[src/design/dcache_pkg.sv]
// Widths, vector types and controller states shared by every unit of the L1 data cache
`default_nettype none

package dcache_pkg;

	// Bus widths
	localparam int ADDR_W = 32;
	localparam int WORD_W = 32;
	localparam int BEAT_W = 64;

	typedef logic [ADDR_W-1:0]   addr_t;
	typedef logic [WORD_W-1:0]   word_t;
	typedef logic [BEAT_W-1:0]   beat_t;
	// One enable bit per byte of a word
	typedef logic [WORD_W/8-1:0] mask_t;

	// Request sequencing in the controller
	typedef enum logic [2:0] {
		IDLE,
		LOOKUP,
		REFILL_REQ,
		REFILL_GET,
		REFILL_OUT,
		WR_REQ,
		IO_WAIT
	} ctrl_state_t;

endpackage

`default_nettype wire

[src/design/dcache_way_select.sv]
// Merges the per-way lookup results and picks the refill victim for the cache controller
`timescale 1ns/1ps
`default_nettype none

module dcache_way_select #(
	parameter int NUM_WAYS = 4
) (
	input  logic                iCLOCK,
	input  logic                inRESET,
	input  logic [NUM_WAYS-1:0] way_hit,
	input  logic [NUM_WAYS-1:0] way_valid,
	input  dcache_pkg::word_t   way_word [NUM_WAYS],
	output logic                hit,
	output dcache_pkg::word_t   hit_word,
	output logic [NUM_WAYS-1:0] victim
);

	logic [NUM_WAYS-1:0] rr_q;
	logic [NUM_WAYS-1:0] valid_prev_q;
	logic [NUM_WAYS-1:0] first_free;
	logic                refill_done;

	assign hit = |way_hit;

	// At most one way hits, so an OR of the gated words is enough
	always_comb begin
		hit_word = '0;
		for (int i = 0; i < NUM_WAYS; i++) begin
			if (way_hit[i]) begin
				hit_word = hit_word | way_word[i];
			end
		end
	end

	// Lowest clear bit of the valid vector
	assign first_free = ~way_valid & (way_valid + 1'b1);
	assign victim     = (|first_free) ? first_free : rr_q;

	// A completed refill shows as a line turning valid and hitting
	assign refill_done = |(way_valid & ~valid_prev_q & way_hit);

	always_ff @(posedge iCLOCK or negedge inRESET) begin
		if (!inRESET) begin
			rr_q         <= NUM_WAYS'(1);
			valid_prev_q <= '0;
		end else begin
			valid_prev_q <= way_valid;
			if (refill_done) begin
				rr_q <= (rr_q << 1) | (rr_q >> (NUM_WAYS - 1));
			end
		end
	end

	// Tags in one set never repeat across ways
	a_single_hit: assert property (@(posedge iCLOCK) disable iff (!inRESET)
		$onehot0(way_hit))
		else $error("more than one way hits");

endmodule

`default_nettype wire

[config.mk]
export PLATFORM = sky130hd
export DESIGN_NAME = dcache_way_select
export DESIGN_NICKNAME = d
export VERILOG_FILES = /design/src/design/dcache_pkg.sv /design/src/design/dcache_way_select.sv
export SDC_FILE = /design/constraint.sdc
export NUM_CORES = 1
export LEC_CHECK = 0
export BUFFER_PORTS_ARGS = -buffer_cell sky130_fd_sc_hd__buf_2
export CAP_MARGIN = 20
export CORE_MARGIN = 2
export CORE_UTILIZATION = 25
export CTS_CLUSTER_DIAMETER = 40
export DETAILED_ROUTE_END_ITERATION = 6
export PLACE_DENSITY = 0.79
export SLEW_MARGIN = 10
export SYNTH_ARGS = -nofsm -noshare
export SYNTH_HDL_FRONTEND = slang
export SYNTH_SLANG_ARGS = --single-unit
[constraint.sdc]
create_clock -name iCLOCK -period 0.99 [get_ports iCLOCK]
set_clock_uncertainty 0.05 [all_clocks]
set_input_delay 0.198 -clock iCLOCK [delete_from_list [all_inputs] [get_ports iCLOCK]]
set_output_delay 0.198 -clock iCLOCK [all_outputs]
set_load 0.05 [all_outputs]
Yosys cells after proc, flatten, opt, wreduce, memory -nomap -nowiden

Cells that the tools add are included.

Output and inout bits: 37
Flip-flop bits (word level): 8
Bits in writable memories: 0
Bits in latches: 0
Word-level logic and storage cells: 20
Memories: 0
ROM bits: 0

$add $sub $neg: 1
Order comparisons: 0
Shifts and indexed selects: 0
Divide/modulo/power cells: 0
Muxes and demuxes: 5
Reduce and logical (&&, ||, !) cells: 3
Bitwise operators: 9
Equality and inequality tests: 0
$mul: 0

Operators by type and width:

| operator                                     | count |
|---|---|
| 2-to-1 mux 32 bit                            | 4 |
| OR 32 bit                                    | 3 |
| AND 4 bit                                    | 3 |
| OR reduction 4 bit                           | 3 |
| NOT 4 bit                                    | 2 |
| adder 4 x 1 -> 4 bit (second input constant) | 1 |
| 2-to-1 mux 4 bit                             | 1 |
| OR 4 x 1 -> 4 bit                            | 1 |

Depth between registers and ports, before layout

Depth in word-level cells: 7
Gate-level depth with buffers: 5

Least setup slack after synthesis

Ideal clock, no wire load.

Kind: register to output
Start point: register rr_q[1]
End point: output port victim[1]
Stages on the path, launching flop included: 3
Buffers on the path: 0
Setup slack: -801 ps
Required time: 742 ps
Data arrival time: 1543 ps
Cells stage by stage: dfrtp_1 nand3_1 a21boi_0

Cells in the longest elaborated chain, start to end: 1

Ends and longest elaborated chain:

| item                   | line                    | RTL |
|---|---|---|
| from (decl)            | dcache_way_select.sv:18 | `logic [NUM_WAYS-1:0] rr_q;` |
| from (signal assigned) | dcache_way_select.sv:49 | `rr_q <= (rr_q << 1) \| (rr_q >> (NUM_WAYS - 1));` |
| 2-to-1 mux 4 bit       | dcache_way_select.sv:37 | `assign victim = (\|first_free) ? first_free : rr_q;` |
| to (decl)              | dcache_way_select.sv:15 | `output logic [NUM_WAYS-1:0] victim` |

No other way between the ends.

Worst setup path in the final report

Start point: register rr_q[0]
End point: output port victim[0]

Same word-level chain as after synthesis.

==> key figures <==
Placement
  • HPWL reported at the end of detailed placement: 4.461 mm
  • Placed instance area: 2359 µm²
  • Number of placed cells counting well taps: 371
  • Number of buffers inserted by port buffering: 174
  • Final weighted congestion in routability-driven placement: 0.7587

Worst setup path
  • Crit-path cells: nand4_1 > nand2_4 > buf_8
  • Critical path endpoint category: output pin
  • Critical register-to-register path startpoint: valid_prev_q[3]
  • Reg-to-reg slack, setup: -0.15 ns
  • Startpoint kind of the worst setup timing path: flip-flop
  • Reg2reg path depth: 3
  • Reg2Reg Capture Point: rr_q[2]
  • Standard cell with the maximum stage delay on the critical path: dfstp_2
  • Data required time at the worst endpoint: 0.74 ns
  • Number of buffer and inverter stages on the critical path: 1
  • Crit path max-delay family: flip-flops
  • WP data arrival: 1.14 ns
  • Longest individual stage delay on the worst path: 0.53 ns
  • Classification of the worst setup path: flip-flop to output pin
  • Top fanout value on the critical path: 2

Drt
  • Detailed Route Iter0 Violations: 80
  • Total detailed-routing wirelength: 7.822 mm
  • DR WL/cell: 20.16 µm
  • DRC violations left: 0
  • Total iterations of the first detailed-routing run: 4
  • Post-detailed-route count of antenna-violating nets: 0
  • Total number of vias: 2,146
  • Via/cell ratio: 5.531

Floorplanning
  • Width of the die: 67.87 µm
  • Number of placement rows: 23
  • Overall die height: 67.87 µm
  • Starting Density: 25.68%
  • I/O pin count: 175
  • DIE AREA: 4606 µm²
  • Std-Cell Core Area: 3971 µm²

STA
  • Final hold violations: 0
  • Number of max-slew violations in the final report: 0
  • Worst slew pin tran: 0.2382 ns
  • Max-slew headroom: 84.12%
  • Minimum clock period: 1.389 ns
  • Unrepaired setup endpoints after global routing: yes
  • Fmax: 0.7202 GHz
  • Setup-failing EPs final: 41
  • Final Worst Setup Slack: -0.3986 ns
  • Final period utilization: 140.3%

Layout
  • Number of diodes: 0
  • Final Cell Area: 3244 µm²
  • Area added between synthesis and finish: 218.2%
  • Count of fill cells added during filler insertion: 237
  • Layout cell share with drive strength beyond 1: 95.27%
  • Utilization after layout: 81.70%
  • Final-stage net count: 477
  • Final Non-Filler Cells: 388

Job
  • Maxcap violations: 0

Clocking
  • H-tree level count: 1
  • Total clock buffers created by CTS: 3
  • TritonCTS clock tree: built
  • Clk pin slew, worst setup/hold paths: 0.05 ns
  • CTS Sinks: 8
  • Root Driver: clkbuf_8
  • Later-pin clock latency in the skew report: 0.24 ns
  • Maximum buffer depth of the clock tree: 2

Pwr
  • IR drop worst, VDD: 0.7562 mV
  • Cell area power density: 840.1 nW/µm²
  • Leakage Power: 0.001537 µW
  • Switching Share: 43.94%
  • Net switching power of the design: 1198 µW
  • Clock group share of total power: 15.5%
  • Cell-internal power: 1528 µW
  • Gate power share: 72.0%
  • Proportion of power drawn by flip-flops and latches: 12.5%

Synthesis
  • Multiplexer fraction of the synthesized cell area: 4.417%
  • Total number of yosys warnings: 0
  • Xor/xnor share of the synthesized area: 0%
  • Compound-Gate Fraction of Synth Area: 51.29%
  • Number of distinct library cell variants in the gate-level netlist after synthesis: 16
  • Register bit count reported by yosys: 8
  • Synthesized netlist cell count: 142
  • Simple-Gate Fraction of Synth Area: 17.30%
  • Avg Synthesized Cell Area: 7.181 µm²
  • Total nets after synthesis: 280
  • Dominant combinational cell family by area after synthesis: compound AO/OA/AOI/OAI gates
  • Adder-cell share of the synthesized area: 0%
  • Fraction of the yosys area taken by sequential cells: 19.75%
  • Synth Cell Area: 1020 µm²

Global routing
  • Number of antenna violations at the first check in global routing: 0
  • Vias in the first global route: 2,230
  • Largest net degree at the start of global routing: 12
  • First-pass GRT wire length: 10.94 mm
  • Tot GR Track Use: 32.44%
  • Gr ovfl total: 0

Worst hold path
  • HP Start: way_valid[1]
  • Worst Hold Path EP: valid_prev_q[1]
  • Path class of the lowest-slack min-delay path: input port to flip-flop
  • Worst hold stages: 1

Run status
  • Failing checks: negative setup slack
  • Outcome: finished with violations
cell usage after synthesis:
cell type	number	share of area (%)
dfstp_2	1	2.6
a22oi_1	64	47
mux2_1	4	4.4
a21oi_1	2	0.98
nand2_1	39	14
buf_2	2	0.98
nand4_1	1	0.61
dfrtp_1	7	17
a21boi_0	1	0.74
nor2_2	1	0.61
buf_4	2	1.5
clkbuf_1	12	4.4
o22ai_2	2	2.5
nand3_1	2	0.98
inv_1	1	0.37
or4_1	1	0.74
state kept, by name, summed over array words and instances (netlist names):
register,cells
rr_q,4
valid_prev_q,4
what timing repair did:
item | in CTS | in global routing
endpoints found under the setup margin | 41 | 41
gates resized for setup | 174 | 7
hold buffers | 1 | 0
pin swaps | 37 | 18
buffers inserted | 9 | 0
endpoints found under the hold margin | 8 | 0
gates cloned | 5 | 0
per-layer routing:
| metal | routed length, µm | share of wire [%] | GRT usage, % |
|---|---|---|---|
| met2 | 4292 | 55 | 59.44 |
| met3 | 571 | 7.3 | 8.882 |
| met4 | 305 | 3.9 | 18.00 |
| met1 | 2652 | 34 | 33.10 |
| met5 | 0 | 0 | 0 |
power by group through the flow:
stage | registers [µW] | clock network [µW] | logic [µW]
6_report | 341 | 422 | 1960
5_1_grt | 341 | 447 | 2050
4_1_cts | 341 | 424 | 1910
3_5_place_dp | 346 | 0 | 1390
3_3_place_gp | 345 | 0 | 1360
2_1_floorplan | 344 | 0 | 905
through the flow:
step	setup slack, ns	TNS [ns]	hold slack (ns)	power, µW
finish	-0.3986	-7.807	0.1010	2726
global route	-0.4375	-8.790	0.09733	2837
CTS	-0.3824	-7.812	0.09691	2677
detailed placement	-0.4017	-13.49	-0.006798	1732
global placement	-0.3737	-12.73	-0.006906	1709
floorplan	-0.1949	-5.636	-0.1476	1249
cell type report:
cell class              count  area (µm²)  area share, %
clock buffers               4       45.04          1.388
inverters                   1       3.754         0.1157
multi-input cells         117        1217          37.52
flip-flops and latches      8       201.4          6.209
well taps                  50       62.56          1.928
repair buffers            208        1714          52.83
placed cells by master, fill, tap and decap left out:
master	count
buf_6	24
nand2_4	4
nor2_4	1
nand2_1	2
dfrtp_1	7
buf_8	31
a21oi_4	2
nand3_1	2
o22ai_2	2
clkbuf_8	3
nand2_2	33
or4_4	1
dfstp_2	1
nand4_1	1
buf_2	133
a22oi_2	62
inv_2	1
mux2_4	4
buf_4	8
clkbuf_1	1
dlygate4sd3_1	1
buf_16	3
a22oi_1	2
buf_12	8
a21boi_2	1
logic make-up (layout without fill, tap and decap cells):
group | Yosys count | count (layout)
buf+inv | 17 | 213
flops | 8 | 8
compound gates | 69 | 69
mux | 4 | 4
simple gates | 44 | 44
how the worst max path moves through the flow:
stage               start            to  slack (ns)  cells after the start
6_report          rr_q[0]     victim[0]       -0.40                      3
5_1_grt           rr_q[0]     victim[0]       -0.44                      3
4_1_cts           rr_q[0]     victim[0]       -0.38                      3
3_5_place_dp   way_hit[2]  hit_word[11]       -0.40                      5
3_3_place_gp   way_hit[2]  hit_word[11]       -0.37                      5
2_1_floorplan  way_hit[3]           hit       -0.19                      2
No activity file was read; power rests on OpenSTA's default activity.
