`src/design/dcache_pkg.sv`:
```
// Widths, vector types and controller states shared by every unit of the L1 data cache
`default_nettype none

package dcache_pkg;

	// Bus widths
	localparam int ADDR_W = 32;
	localparam int WORD_W = 32;
	localparam int BEAT_W = 64;

	typedef logic [ADDR_W-1:0]   addr_t;
	typedef logic [WORD_W-1:0]   word_t;
	typedef logic [BEAT_W-1:0]   beat_t;
	// One enable bit per byte of a word
	typedef logic [WORD_W/8-1:0] mask_t;

	// Request sequencing in the controller
	typedef enum logic [2:0] {
		IDLE,
		LOOKUP,
		REFILL_REQ,
		REFILL_GET,
		REFILL_OUT,
		WR_REQ,
		IO_WAIT
	} ctrl_state_t;

endpackage

`default_nettype wire

```
`src/design/dcache_way_if.sv`:
```
// Lookup, fill and write-update signals driven by the cache controller into all ways
`timescale 1ns/1ps
`default_nettype none

interface dcache_way_if #(
	parameter int NUM_WAYS   = 4,
	parameter int NUM_SETS   = 16,
	parameter int LINE_BEATS = 8
) ();
	import dcache_pkg::*;

	localparam int IDX_W  = $clog2(NUM_SETS);
	localparam int BIDX_W = $clog2(LINE_BEATS);
	localparam int WSEL_W = $clog2(BEAT_W / WORD_W);
	localparam int WOFF_W = BIDX_W + WSEL_W;
	localparam int OFF_W  = WOFF_W + $clog2(WORD_W / 8);
	localparam int TAG_W  = ADDR_W - IDX_W - OFF_W;

	// Lookup of the registered request
	logic [IDX_W-1:0]    lookup_index;
	logic [TAG_W-1:0]    lookup_tag;
	// Word index inside the line
	logic [WOFF_W-1:0]   lookup_offset;

	// Refill beats into the chosen way
	logic                fill_en;
	logic [NUM_WAYS-1:0] fill_way;
	logic [BIDX_W-1:0]   fill_beat_idx;
	beat_t               fill_beat;

	// Write-through update of a hitting line
	logic                upd_en;
	mask_t               upd_mask;
	word_t               upd_data;

	modport ctrl (
		output lookup_index, lookup_tag, lookup_offset,
		output fill_en, fill_way, fill_beat_idx, fill_beat,
		output upd_en, upd_mask, upd_data
	);

	modport way (
		input lookup_index, lookup_tag, lookup_offset,
		input fill_en, fill_beat_idx, fill_beat,
		input upd_en, upd_mask, upd_data
	);

endinterface

`default_nettype wire

```
`src/design/dcache_ctrl.sv`:
```
// Request controller of the L1 data cache with IO routing, refill and write-through
`timescale 1ns/1ps
`default_nettype none

module dcache_ctrl #(
	parameter int NUM_WAYS   = 4,
	parameter int NUM_SETS   = 16,
	parameter int LINE_BEATS = 8
) (
	input  logic                iCLOCK,
	input  logic                inRESET,
	// IO base
	input  logic                iosr_valid,
	input  dcache_pkg::addr_t   iosr,
	// Load/store side
	input  logic                ldst_req_valid,
	output logic                ldst_req_ready,
	input  logic                ldst_rw,
	input  dcache_pkg::mask_t   ldst_mask,
	input  dcache_pkg::addr_t   ldst_addr,
	input  dcache_pkg::word_t   ldst_data,
	output logic                ldst_rsp_valid,
	output dcache_pkg::word_t   ldst_rsp_data,
	// Memory port
	output logic                mem_req_valid,
	input  logic                mem_req_ready,
	output logic                mem_req_rw,
	output dcache_pkg::addr_t   mem_req_addr,
	output dcache_pkg::mask_t   mem_req_mask,
	output dcache_pkg::word_t   mem_req_data,
	input  logic                mem_rsp_valid,
	input  dcache_pkg::beat_t   mem_rsp_data,
	// IO port
	output logic                io_req_valid,
	input  logic                io_req_ready,
	output logic                io_req_rw,
	output dcache_pkg::addr_t   io_req_addr,
	output dcache_pkg::mask_t   io_req_mask,
	output dcache_pkg::word_t   io_req_data,
	input  logic                io_rsp_valid,
	input  dcache_pkg::word_t   io_rsp_data,
	// Way results
	input  logic                hit,
	input  dcache_pkg::word_t   hit_word,
	input  logic [NUM_WAYS-1:0] victim,
	dcache_way_if.ctrl          way_bus
);
	import dcache_pkg::*;

	localparam int IDX_W  = $clog2(NUM_SETS);
	localparam int BIDX_W = $clog2(LINE_BEATS);
	localparam int WSEL_W = $clog2(BEAT_W / WORD_W);
	localparam int BSEL_W = $clog2(WORD_W / 8);
	localparam int WOFF_W = BIDX_W + WSEL_W;
	localparam int OFF_W  = WOFF_W + BSEL_W;
	localparam int TAG_W  = ADDR_W - IDX_W - OFF_W;

	ctrl_state_t         state_q;
	logic                base_valid_q;
	addr_t               io_base_q;
	logic                req_rw_q;
	mask_t               req_mask_q;
	addr_t               req_addr_q;
	word_t               req_data_q;
	logic [NUM_WAYS-1:0] fill_way_q;
	logic [BIDX_W-1:0]   beat_cnt_q;
	logic                io_pend_q;
	word_t               rsp_word_q;

	logic                req_fire;
	logic                to_io;
	logic                last_beat;
	logic [BIDX_W-1:0]   req_beat;
	logic [WSEL_W-1:0]   req_wsel;

	assign req_fire  = ldst_req_valid && ldst_req_ready;
	assign to_io     = (ldst_addr >= io_base_q);
	assign last_beat = (beat_cnt_q == BIDX_W'(LINE_BEATS - 1));
	assign req_beat  = req_addr_q[OFF_W-1 -: BIDX_W];
	assign req_wsel  = req_addr_q[BSEL_W +: WSEL_W];

	// IO base, requests are refused until it is loaded
	always_ff @(posedge iCLOCK or negedge inRESET) begin
		if (!inRESET) begin
			base_valid_q <= 1'b0;
		end else if (iosr_valid) begin
			base_valid_q <= 1'b1;
		end
	end

	always_ff @(posedge iCLOCK) begin
		if (iosr_valid) begin
			io_base_q <= iosr;
		end
	end

	always_ff @(posedge iCLOCK) begin
		if (req_fire) begin
			req_rw_q   <= ldst_rw;
			req_mask_q <= ldst_mask;
			req_addr_q <= ldst_addr;
			req_data_q <= ldst_data;
		end
	end

	always_ff @(posedge iCLOCK or negedge inRESET) begin
		if (!inRESET) begin
			state_q    <= IDLE;
			fill_way_q <= '0;
			beat_cnt_q <= '0;
			io_pend_q  <= 1'b0;
		end else begin
			case (state_q)
				IDLE: begin
					if (req_fire) begin
						if (to_io) begin
							state_q   <= IO_WAIT;
							io_pend_q <= 1'b1;
						end else if (ldst_rw) begin
							state_q <= LOOKUP;
						end else begin
							state_q <= WR_REQ;
						end
					end
				end
				LOOKUP: begin
					if (hit) begin
						state_q <= IDLE;
					end else begin
						state_q    <= REFILL_REQ;
						fill_way_q <= victim;
					end
				end
				REFILL_REQ: begin
					if (mem_req_ready) begin
						state_q    <= REFILL_GET;
						beat_cnt_q <= '0;
					end
				end
				REFILL_GET: begin
					if (mem_rsp_valid) begin
						beat_cnt_q <= beat_cnt_q + 1'b1;
						if (last_beat) begin
							state_q <= REFILL_OUT;
						end
					end
				end
				// Response cycle for refills and memory writes alike
				REFILL_OUT: state_q <= IDLE;
				WR_REQ: begin
					if (mem_req_ready) begin
						state_q <= REFILL_OUT;
					end
				end
				IO_WAIT: begin
					if (io_pend_q) begin
						if (io_req_ready) begin
							io_pend_q <= 1'b0;
						end
					end else if (io_rsp_valid) begin
						state_q <= IDLE;
					end
				end
				default: state_q <= IDLE;
			endcase
		end
	end

	// Requested word out of its beat
	always_ff @(posedge iCLOCK) begin
		if (state_q == REFILL_GET && mem_rsp_valid && beat_cnt_q == req_beat) begin
			rsp_word_q <= mem_rsp_data[req_wsel*WORD_W +: WORD_W];
		end
	end

	assign ldst_req_ready = (state_q == IDLE) && base_valid_q;
	assign ldst_rsp_valid = (state_q == LOOKUP && hit) || (state_q == REFILL_OUT)
		|| (state_q == IO_WAIT && !io_pend_q && io_rsp_valid);

	always_comb begin
		case (state_q)
			LOOKUP:  ldst_rsp_data = hit_word;
			IO_WAIT: ldst_rsp_data = io_rsp_data;
			default: ldst_rsp_data = rsp_word_q;
		endcase
	end

	// Line-aligned address for a refill, the exact one for a write
	assign mem_req_valid = (state_q == REFILL_REQ) || (state_q == WR_REQ);
	assign mem_req_rw    = (state_q == REFILL_REQ);
	assign mem_req_addr  = (state_q == REFILL_REQ) ?
		{req_addr_q[ADDR_W-1:OFF_W], {OFF_W{1'b0}}} : req_addr_q;
	assign mem_req_mask  = req_mask_q;
	assign mem_req_data  = req_data_q;

	assign io_req_valid = io_pend_q;
	assign io_req_rw    = req_rw_q;
	assign io_req_addr  = req_addr_q - io_base_q;
	assign io_req_mask  = req_mask_q;
	assign io_req_data  = req_data_q;

	assign way_bus.lookup_index  = req_addr_q[OFF_W +: IDX_W];
	assign way_bus.lookup_tag    = req_addr_q[ADDR_W-1 -: TAG_W];
	assign way_bus.lookup_offset = req_addr_q[BSEL_W +: WOFF_W];
	assign way_bus.fill_en       = (state_q == REFILL_GET) && mem_rsp_valid;
	assign way_bus.fill_way      = fill_way_q;
	assign way_bus.fill_beat_idx = beat_cnt_q;
	assign way_bus.fill_beat     = mem_rsp_data;
	assign way_bus.upd_en        = (state_q == WR_REQ);
	assign way_bus.upd_mask      = req_mask_q;
	assign way_bus.upd_data      = req_data_q;

	a_port_excl: assert property (@(posedge iCLOCK) disable iff (!inRESET)
		!(mem_req_valid && io_req_valid))
		else $error("memory and IO requests raised together");

	// Held request keeps its fields until the transfer
	a_mem_stable: assert property (@(posedge iCLOCK) disable iff (!inRESET)
		mem_req_valid && !mem_req_ready |=> mem_req_valid && $stable(mem_req_rw)
		&& $stable(mem_req_addr) && $stable(mem_req_mask) && $stable(mem_req_data))
		else $error("memory request changed while waiting for ready");

endmodule

`default_nettype wire

```
`src/flat_wrapper.sv`:
```
// flat-port wrapper written by rule: the top's interface ports become plain ports
module dcache_ctrl_flat import dcache_pkg::*;
#(
	parameter int NUM_WAYS   = 4,
	parameter int NUM_SETS   = 16,
	parameter int LINE_BEATS = 8
)
  (iCLOCK, inRESET, iosr_valid, iosr, ldst_req_valid, ldst_req_ready, ldst_rw, ldst_mask, ldst_addr, ldst_data, ldst_rsp_valid, ldst_rsp_data, mem_req_valid, mem_req_ready, mem_req_rw, mem_req_addr, mem_req_mask, mem_req_data, mem_rsp_valid, mem_rsp_data, io_req_valid, io_req_ready, io_req_rw, io_req_addr, io_req_mask, io_req_data, io_rsp_valid, io_rsp_data, hit, hit_word, victim, way_bus_lookup_index, way_bus_lookup_tag, way_bus_lookup_offset, way_bus_fill_en, way_bus_fill_way, way_bus_fill_beat_idx, way_bus_fill_beat, way_bus_upd_en, way_bus_upd_mask, way_bus_upd_data);
  dcache_way_if #(.NUM_WAYS(NUM_WAYS), .NUM_SETS(NUM_SETS), .LINE_BEATS(LINE_BEATS)) way_bus_i ();
  input  logic iCLOCK;
  input  logic inRESET;
  input  logic iosr_valid;
  input  dcache_pkg::addr_t iosr;
  input  logic ldst_req_valid;
  output logic ldst_req_ready;
  input  logic ldst_rw;
  input  dcache_pkg::mask_t ldst_mask;
  input  dcache_pkg::addr_t ldst_addr;
  input  dcache_pkg::word_t ldst_data;
  output logic ldst_rsp_valid;
  output dcache_pkg::word_t ldst_rsp_data;
  output logic mem_req_valid;
  input  logic mem_req_ready;
  output logic mem_req_rw;
  output dcache_pkg::addr_t mem_req_addr;
  output dcache_pkg::mask_t mem_req_mask;
  output dcache_pkg::word_t mem_req_data;
  input  logic mem_rsp_valid;
  input  dcache_pkg::beat_t mem_rsp_data;
  output logic io_req_valid;
  input  logic io_req_ready;
  output logic io_req_rw;
  output dcache_pkg::addr_t io_req_addr;
  output dcache_pkg::mask_t io_req_mask;
  output dcache_pkg::word_t io_req_data;
  input  logic io_rsp_valid;
  input  dcache_pkg::word_t io_rsp_data;
  input  logic hit;
  input  dcache_pkg::word_t hit_word;
  input  logic [NUM_WAYS-1:0] victim;
  output wire logic [$bits(way_bus_i.lookup_index)-1:0] way_bus_lookup_index;
  output wire logic [$bits(way_bus_i.lookup_tag)-1:0] way_bus_lookup_tag;
  output wire logic [$bits(way_bus_i.lookup_offset)-1:0] way_bus_lookup_offset;
  output wire logic [$bits(way_bus_i.fill_en)-1:0] way_bus_fill_en;
  output wire logic [$bits(way_bus_i.fill_way)-1:0] way_bus_fill_way;
  output wire logic [$bits(way_bus_i.fill_beat_idx)-1:0] way_bus_fill_beat_idx;
  output wire logic [$bits(way_bus_i.fill_beat)-1:0] way_bus_fill_beat;
  output wire logic [$bits(way_bus_i.upd_en)-1:0] way_bus_upd_en;
  output wire logic [$bits(way_bus_i.upd_mask)-1:0] way_bus_upd_mask;
  output wire logic [$bits(way_bus_i.upd_data)-1:0] way_bus_upd_data;
  assign way_bus_lookup_index = way_bus_i.lookup_index;
  assign way_bus_lookup_tag = way_bus_i.lookup_tag;
  assign way_bus_lookup_offset = way_bus_i.lookup_offset;
  assign way_bus_fill_en = way_bus_i.fill_en;
  assign way_bus_fill_way = way_bus_i.fill_way;
  assign way_bus_fill_beat_idx = way_bus_i.fill_beat_idx;
  assign way_bus_fill_beat = way_bus_i.fill_beat;
  assign way_bus_upd_en = way_bus_i.upd_en;
  assign way_bus_upd_mask = way_bus_i.upd_mask;
  assign way_bus_upd_data = way_bus_i.upd_data;
  dcache_ctrl #(.NUM_WAYS(NUM_WAYS), .NUM_SETS(NUM_SETS), .LINE_BEATS(LINE_BEATS)) u_core (.iCLOCK(iCLOCK), .inRESET(inRESET), .iosr_valid(iosr_valid), .iosr(iosr), .ldst_req_valid(ldst_req_valid), .ldst_req_ready(ldst_req_ready), .ldst_rw(ldst_rw), .ldst_mask(ldst_mask), .ldst_addr(ldst_addr), .ldst_data(ldst_data), .ldst_rsp_valid(ldst_rsp_valid), .ldst_rsp_data(ldst_rsp_data), .mem_req_valid(mem_req_valid), .mem_req_ready(mem_req_ready), .mem_req_rw(mem_req_rw), .mem_req_addr(mem_req_addr), .mem_req_mask(mem_req_mask), .mem_req_data(mem_req_data), .mem_rsp_valid(mem_rsp_valid), .mem_rsp_data(mem_rsp_data), .io_req_valid(io_req_valid), .io_req_ready(io_req_ready), .io_req_rw(io_req_rw), .io_req_addr(io_req_addr), .io_req_mask(io_req_mask), .io_req_data(io_req_data), .io_rsp_valid(io_rsp_valid), .io_rsp_data(io_rsp_data), .hit(hit), .hit_word(hit_word), .victim(victim), .way_bus(way_bus_i));
endmodule
```
`config.mk`:
```
export PLATFORM = sky130hd
export DESIGN_NAME = dcache_ctrl_flat
export DESIGN_NICKNAME = d
export VERILOG_FILES = /design/src/design/dcache_pkg.sv /design/src/design/dcache_way_if.sv /design/src/design/dcache_ctrl.sv /design/src/flat_wrapper.sv
export SDC_FILE = /design/constraint.sdc
export NUM_CORES = 1
export LEC_CHECK = 0
export BUFFER_PORTS_ARGS = -buffer_cell sky130_fd_sc_hd__buf_2
export CAP_MARGIN = 20
export CORE_AREA = 4 4 215 217
export CTS_CLUSTER_DIAMETER = 30
export DETAILED_ROUTE_END_ITERATION = 8
export DIE_AREA = 0 0 219 221
export PLACE_DENSITY_LB_ADDON = 0.05
export SYNTH_ARGS = -nofsm -noshare
export SYNTH_HDL_FRONTEND = slang
export SYNTH_SLANG_ARGS = --single-unit
```
`constraint.sdc`:
```
create_clock -name iCLOCK -period 5.6 [get_ports iCLOCK]
set_input_delay 0 -clock iCLOCK [delete_from_list [all_inputs] [get_ports iCLOCK]]
set_output_delay 0 -clock iCLOCK [all_outputs]
set_load 0.005 [all_outputs]
```
## Yosys cells after proc, flatten, opt, wreduce, memory -nomap -nowiden

Cells that the tools add are included.

- Equal/unequal tests: 16
- Reduce and logical (&&, ||, !) cells: 18
- $lt $le $gt $ge: 1
- Multipliers: 0
- Shifts and indexed selects: 1
- Add/sub/neg operators: 2
- Divide/modulo/power cells: 0
- Bitwise gates (word level): 1
- Mux-type cells: 21

Operator list:

| kind | count |
|---|---|
| $pmux 32 s2 | 1 |
| $shiftx 64x7->32 | 1 |
| $mux 3 | 11 |
| $ge 32x32->1 | 1 |
| $sub 32x32->32 | 1 |
| $pmux 3 s6 | 1 |
| $eq 3x3->1 const B | 4 |
| $ne 2x2->1 const B | 5 |
| $logic_and 1x1->1 | 7 |
| $reduce_and 7->1 | 1 |
| $eq 3x2->1 const B | 2 |
| $mux 6 | 1 |
| $ne 2x1->1 const B | 3 |
| $pmux 3 s2 | 1 |
| $reduce_and 3->1 | 2 |
| $mux 1 | 4 |
| $reduce_bool 2->1 | 2 |
| $add 3x1->3 const B | 1 |
| $eq 3x1->1 const B | 1 |
| $eq 3x3->1 | 1 |
| $logic_not 3->1 | 1 |
| $logic_or 1x1->1 | 3 |
| $mux 2 | 1 |
| $pmux 1 s2 | 1 |
| other kinds (3) | 3 |

- ROM bits: 0
- Output and inout bits: 313
- Bits in registers: 145
- Bits of input ports: 242
- Bits in writable memories: 0
- Logic and storage cells: 71
- Bits in latches: 0
- Memories: 0

## Logic depth before layout (Yosys ltp)

- Depth after elaboration: 5
- Gate-level depth with buffers: 12
- Gate-level depth less buffers: 12

## Least setup slack after synthesis

Ideal clock, no wire load.

- Path type: reg-to-reg
- From: reg u_core.state_q[0]
- To: reg u_core.rsp_word_q[0] (enable)
- Path buffers: 1
- Setup time: 501 ps
- Data required time: 5099 ps
- Cell stages (with the launch flop): 6
- Setup slack: 1037 ps
- Clock period less this slack: 4563 ps
- Data arrival time: 4062 ps
- Cells stage by stage: dfrtp_1 clkbuf_1 inv_1 nor2_1 nand3_1 nor4_1

- Longest elaborated chain between the ends: 3

Ends and longest elaborated chain:

| what | line | source |
|---|---|---|
| from (decl) | dcache_ctrl.sv:58 | `ctrl_state_t state_q;` |
| from (signal assigned) | dcache_ctrl.sv:108 | `state_q <= IDLE;` |
| from (signal assigned) | dcache_ctrl.sv:117 | `state_q <= IO_WAIT;` |
| from (signal assigned) | dcache_ctrl.sv:120 | `state_q <= LOOKUP;` |
| $eq 3x2->1 | dcache_ctrl.sv:171 | `if (state_q == REFILL_GET && mem_rsp_valid && beat_cnt_q == req_beat) begin` |
| $logic_and 1x1->1 (2 in a row) | dcache_ctrl.sv:171 |  |
| to (signal assigned) | dcache_ctrl.sv:172 | `rsp_word_q <= mem_rsp_data[req_wsel*WORD_W +: WORD_W];` |
| to (decl) | dcache_ctrl.sv:68 | `word_t rsp_word_q;` |

No other way between the ends.
A chain may end at the register's enable or synchronous reset.

## Final worst setup path

- From: reg u_core.io_base_q[0]
- To: out io_req_addr[18]

- Longest elaborated chain between the ends: 1

Ends and longest elaborated chain:

| what | line | source |
|---|---|---|
| from (decl) | dcache_ctrl.sv:60 | `addr_t io_base_q;` |
| from (signal assigned) | dcache_ctrl.sv:93 | `io_base_q <= iosr;` |
| $sub 32x32->32 | dcache_ctrl.sv:198 | `assign io_req_addr = req_addr_q - io_base_q;` |
| to (decl) | flat_wrapper.sv:33 | `output dcache_pkg::addr_t io_req_addr;` |

No other way between the ends.

==> metrics.log <==
[metrics] status: completed
[metrics] overall via count from detail_route: 8,231
[metrics] static leakage: 6.53 nW
[metrics] top cell type by total area after synthesis: sky130_fd_sc_hd__edfxtp_1
[metrics] number of antenna violations at the first check in global routing: 5
[metrics] Combinational Power Share: 0.430
[metrics] Post-Syn Area per Cell: 10.8 um^2
[metrics] P_sw: 1.73 mW
[metrics] destination of the critical timing path: io_req_addr[18]
[metrics] count of pins on the block boundary: 555
[metrics] 1st-iter DRT viols: 350
[metrics] Die Area: 48,400 um^2
[metrics] sinks on the clock net: 145
[metrics] largest fanout on the critical path: 3
[metrics] sum of negative setup slack: 0 ns
[metrics] worst skew pair latency: 0.45 ns
[metrics] Peak supply drop: 0.192 mV
[metrics] CP Launch Type: flop
[metrics] post-layout min period: 3.27 ns
[metrics] placeable core area: 44,100 um^2
[metrics] fraction of registers with async set/reset: 0.0828
[metrics] cell with the most instances after synthesis: sky130_fd_sc_hd__buf_4
[metrics] FF-to-FF setup slack: 2.50 ns
[metrics] Worst Reg2Reg Path Length in Cells: 12
[metrics] number of buffers created by CTS: 17
[metrics] wire length of the first global-routing pass: 56,000 um
[metrics] proportion of total power due to net switching: 0.367
[metrics] Routed WL per cell: 19.1 um
[metrics] count of instances resized after the clock tree is built: 0
[metrics] number of port buffers: 554
[metrics] Clk pin slew, worst setup/hold paths: 0.07 ns
[metrics] category of the critical setup timing path: flop to output port
[metrics] area growth from synthesis to final layout: 46.3%
[metrics] wirelength, routed: 38,800 um
[metrics] worst min path class: input port to flop
[metrics] hold buffer count at cts: 177
[metrics] critical path data arrival time: 3.27 ns
[metrics] fraction of layout instances using a drive strength above 1: 0.458
[metrics] number of flops mapped to enable cells by yosys: 133
[metrics] maximum number of buffers from clock root to sink: 2
[metrics] total of flip-flops plus latches after synthesis: 145
[metrics] GP Congestion: 0.811
[metrics] postcts setup bufs: 0
[metrics] Final Cycle Share: 0.584
[metrics] clock tree from TritonCTS: yes
[metrics] setup repair after global routing missed its margin: false
[metrics] number of hold violations in the final report: 0
[metrics] beginning of the worst register-to-register path: u_core.io_base_q[25]
[metrics] count of pins over their slew limit: 0
[metrics] pre-CTS WS: 2.76 ns
[metrics] Netlist cell types: 61
[metrics] root buf cell: sky130_fd_sc_hd__clkbuf_16
[metrics] maximum operating frequency: 306 MHz
[metrics] die span in x: 219 um
[metrics] start point of the critical path: u_core.io_base_q[0]
[metrics] setup slack after layout: 2.33 ns
[metrics] Post-Route Skew: 0.0152 ns
[metrics] Required @ worst endpoint: 5.60 ns
[metrics] Worst R2R End: u_core.io_req_valid
[metrics] Worst-Margin Slew: 0.703 ns
[metrics] initial standard-cell utilization of the core: 0.216
[metrics] number of nets in the layout: 1,735
[metrics] number of antenna-violating nets in the routed design: 0
[metrics] synth top area cells: sky130_fd_sc_hd__edfxtp_1 42%, sky130_fd_sc_hd__buf_4 15%, sky130_fd_sc_hd__ha_1 8.5%
[metrics] die height: 221 um
[metrics] power density over the cells: 339 nW/um^2
[metrics] net count of the mapped netlist: 1,190
[metrics] internal power contribution: 2.99 mW
[metrics] Site Rows: 77
[metrics] sequential area share after synthesis: 0.450
[metrics] number of vias per cell after detailed routing: 4.04
[metrics] H-tree depth: 4
[metrics] count of endpoints failing setup in the final report: 0
[metrics] clock share of power: 0.250
[metrics] Post-route DRC: 0
[metrics] largest net degree at the start of global routing: 42
[metrics] cell count after synthesis: 882
[metrics] Mapped Area: 9530 um^2
[metrics] fraction of synthesized cell area taken by the top area cell type: 0.419
[metrics] sort of element at the end of the critical path: output port
[metrics] post-DP HPWL: 31,700 um
[metrics] reported max-cap violation count: 0
[metrics] 1st-pass router iterations: 4
[metrics] overall fraction of global-route tracks in use: 0.156
[metrics] number of global-route vias before repair: 8,824
[metrics] Main synth FF type: sky130_fd_sc_hd__edfxtp_1
[metrics] number of warnings printed during yosys synthesis: 0
[metrics] most numerous cell types in the synthesized netlist: 192 x sky130_fd_sc_hd__buf_4, 133 x sky130_fd_sc_hd__edfxtp_1, 86 x sky130_fd_sc_hd__nand2_1, 65 x sky130_fd_sc_hd__ha_1, 47 x sky130_fd_sc_hd__inv_1
[metrics] Hold Worst Slack: 0.0532 ns
[metrics] Relative slew margins: 0.531
[metrics] GRT overflow: 0
[metrics] sequential share of power: 0.320
==> area by class of cell <==
cell class | count | area, um^2
tap | 592 | 741
clock buffer | 19 | 433
antenna | 3 | 7.51
inverter | 47 | 178
sequential | 145 | 4290
clock inverter | 13 | 150
fill | 4746 | 30200
timing repair buffer | 739 | 4620
multi-input combinational | 477 | 3520
==> how the worst min path moves through the flow <==
stage,end,startpoint,cells after the start
floorplan,u_core.base_valid_q,inRESET,0
global placement,u_core.way_bus.fill_way[0],inRESET,1
detailed placement,u_core.way_bus.fill_way[0],inRESET,1
CTS,way_bus_fill_beat[18],mem_rsp_data[18],2
global route,u_core.io_base_q[17],iosr_valid,1
finish,u_core.io_base_q[19],iosr_valid,1
==> metal layers <==
layer  vias up  routed length, um  track usage
met3        40               2540       0.0422
met2       337              20300        0.290
met5         -                 15            0
met4         4               1150       0.0563
met1      3814              14800        0.167
li1       4036                  -            -
==> critical path: stages (launching register included) <==
cell and delay, ns:
sky130_fd_sc_hd__edfxtp_1 0.39, sky130_fd_sc_hd__ha_1 0.23, sky130_fd_sc_hd__fa_1 0.40, sky130_fd_sc_hd__nand2b_1 0.18, sky130_fd_sc_hd__a21oi_1 0.28, sky130_fd_sc_hd__o31ai_2 0.16, sky130_fd_sc_hd__a31oi_1 0.26, sky130_fd_sc_hd__o21ai_1 0.12
sky130_fd_sc_hd__a21boi_1 0.20, sky130_fd_sc_hd__o21ai_0 0.11, sky130_fd_sc_hd__o21bai_1 0.17, sky130_fd_sc_hd__xor2_1 0.17, sky130_fd_sc_hd__buf_2 0.14
==> layout by cell type, fill, tap and decap left out, types with 6 or more instances in the layout <==
cell type and instances:
sky130_fd_sc_hd__buf_2 554, sky130_fd_sc_hd__mux2_2 36, sky130_fd_sc_hd__clkbuf_16 17, sky130_fd_sc_hd__xor2_1 9, sky130_fd_sc_hd__a22oi_1 32, sky130_fd_sc_hd__nand2_1 86, sky130_fd_sc_hd__a211oi_1 6, sky130_fd_sc_hd__o21a_1 7
sky130_fd_sc_hd__ha_1 65, sky130_fd_sc_hd__a21oi_1 33, sky130_fd_sc_hd__nand4_1 7, sky130_fd_sc_hd__nand3_1 9, sky130_fd_sc_hd__xnor2_1 19, sky130_fd_sc_hd__dlygate4sd3_1 177, sky130_fd_sc_hd__a21o_1 22, sky130_fd_sc_hd__buf_4 7
sky130_fd_sc_hd__inv_1 46, sky130_fd_sc_hd__edfxtp_1 133, sky130_fd_sc_hd__nor2_1 35, sky130_fd_sc_hd__o21ai_0 20, sky130_fd_sc_hd__o21ai_1 8, sky130_fd_sc_hd__dfrtp_1 12
==> sequential cells by signal, summed over array words and instances (netlist names) <==
| register | cells |
|---|---|
| u_core.io_req_valid | 1 |
| u_core.io_req_mask | 4 |
| u_core.io_base_q | 32 |
| u_core.base_valid_q | 1 |
| u_core.io_req_rw | 1 |
| u_core.req_addr_q | 32 |
| u_core.way_bus.fill_way | 4 |
| u_core.io_req_data | 32 |
| u_core.state_q | 3 |
| u_core.rsp_word_q | 32 |
| u_core.way_bus.fill_beat_idx | 3 |
==> power by group through the flow <==
stage          Sequential [mW]  Combinational, mW  Clock, mW
2_1_floorplan             1.50               1.23          0
3_3_place_gp              1.54               1.98          0
3_5_place_dp              1.54               1.94          0
4_1_cts                   1.52               2.09       1.24
5_1_grt                   1.54               2.27       1.27
6_report                  1.51               2.03       1.18
==> through the flow <==
| step | utilization | power, mW | cell area [um^2] | cells |
|---|---|---|---|---|
| floorplan | - | 2.74 | 9530 | 882 |
| global placement | 0.262 | 3.51 | 11600 | 1822 |
| detailed placement | 0.262 | 3.48 | 11600 | 1822 |
| CTS | 0.315 | 4.84 | 13900 | 2031 |
| global route | 0.316 | 5.08 | 13900 | 2034 |
| finish | 0.316 | 4.72 | 13900 | 2035 |
==> kinds of logic after synthesis <==
kind of cell    share of synthesized area
compound gates                      0.129
xor+xnor                           0.0257
fa+ha+maj                          0.0874
buf+inv                             0.181
flops                               0.450
mux                                0.0425
simple gates                       0.0835
Power figures use the tool's default switching activity.
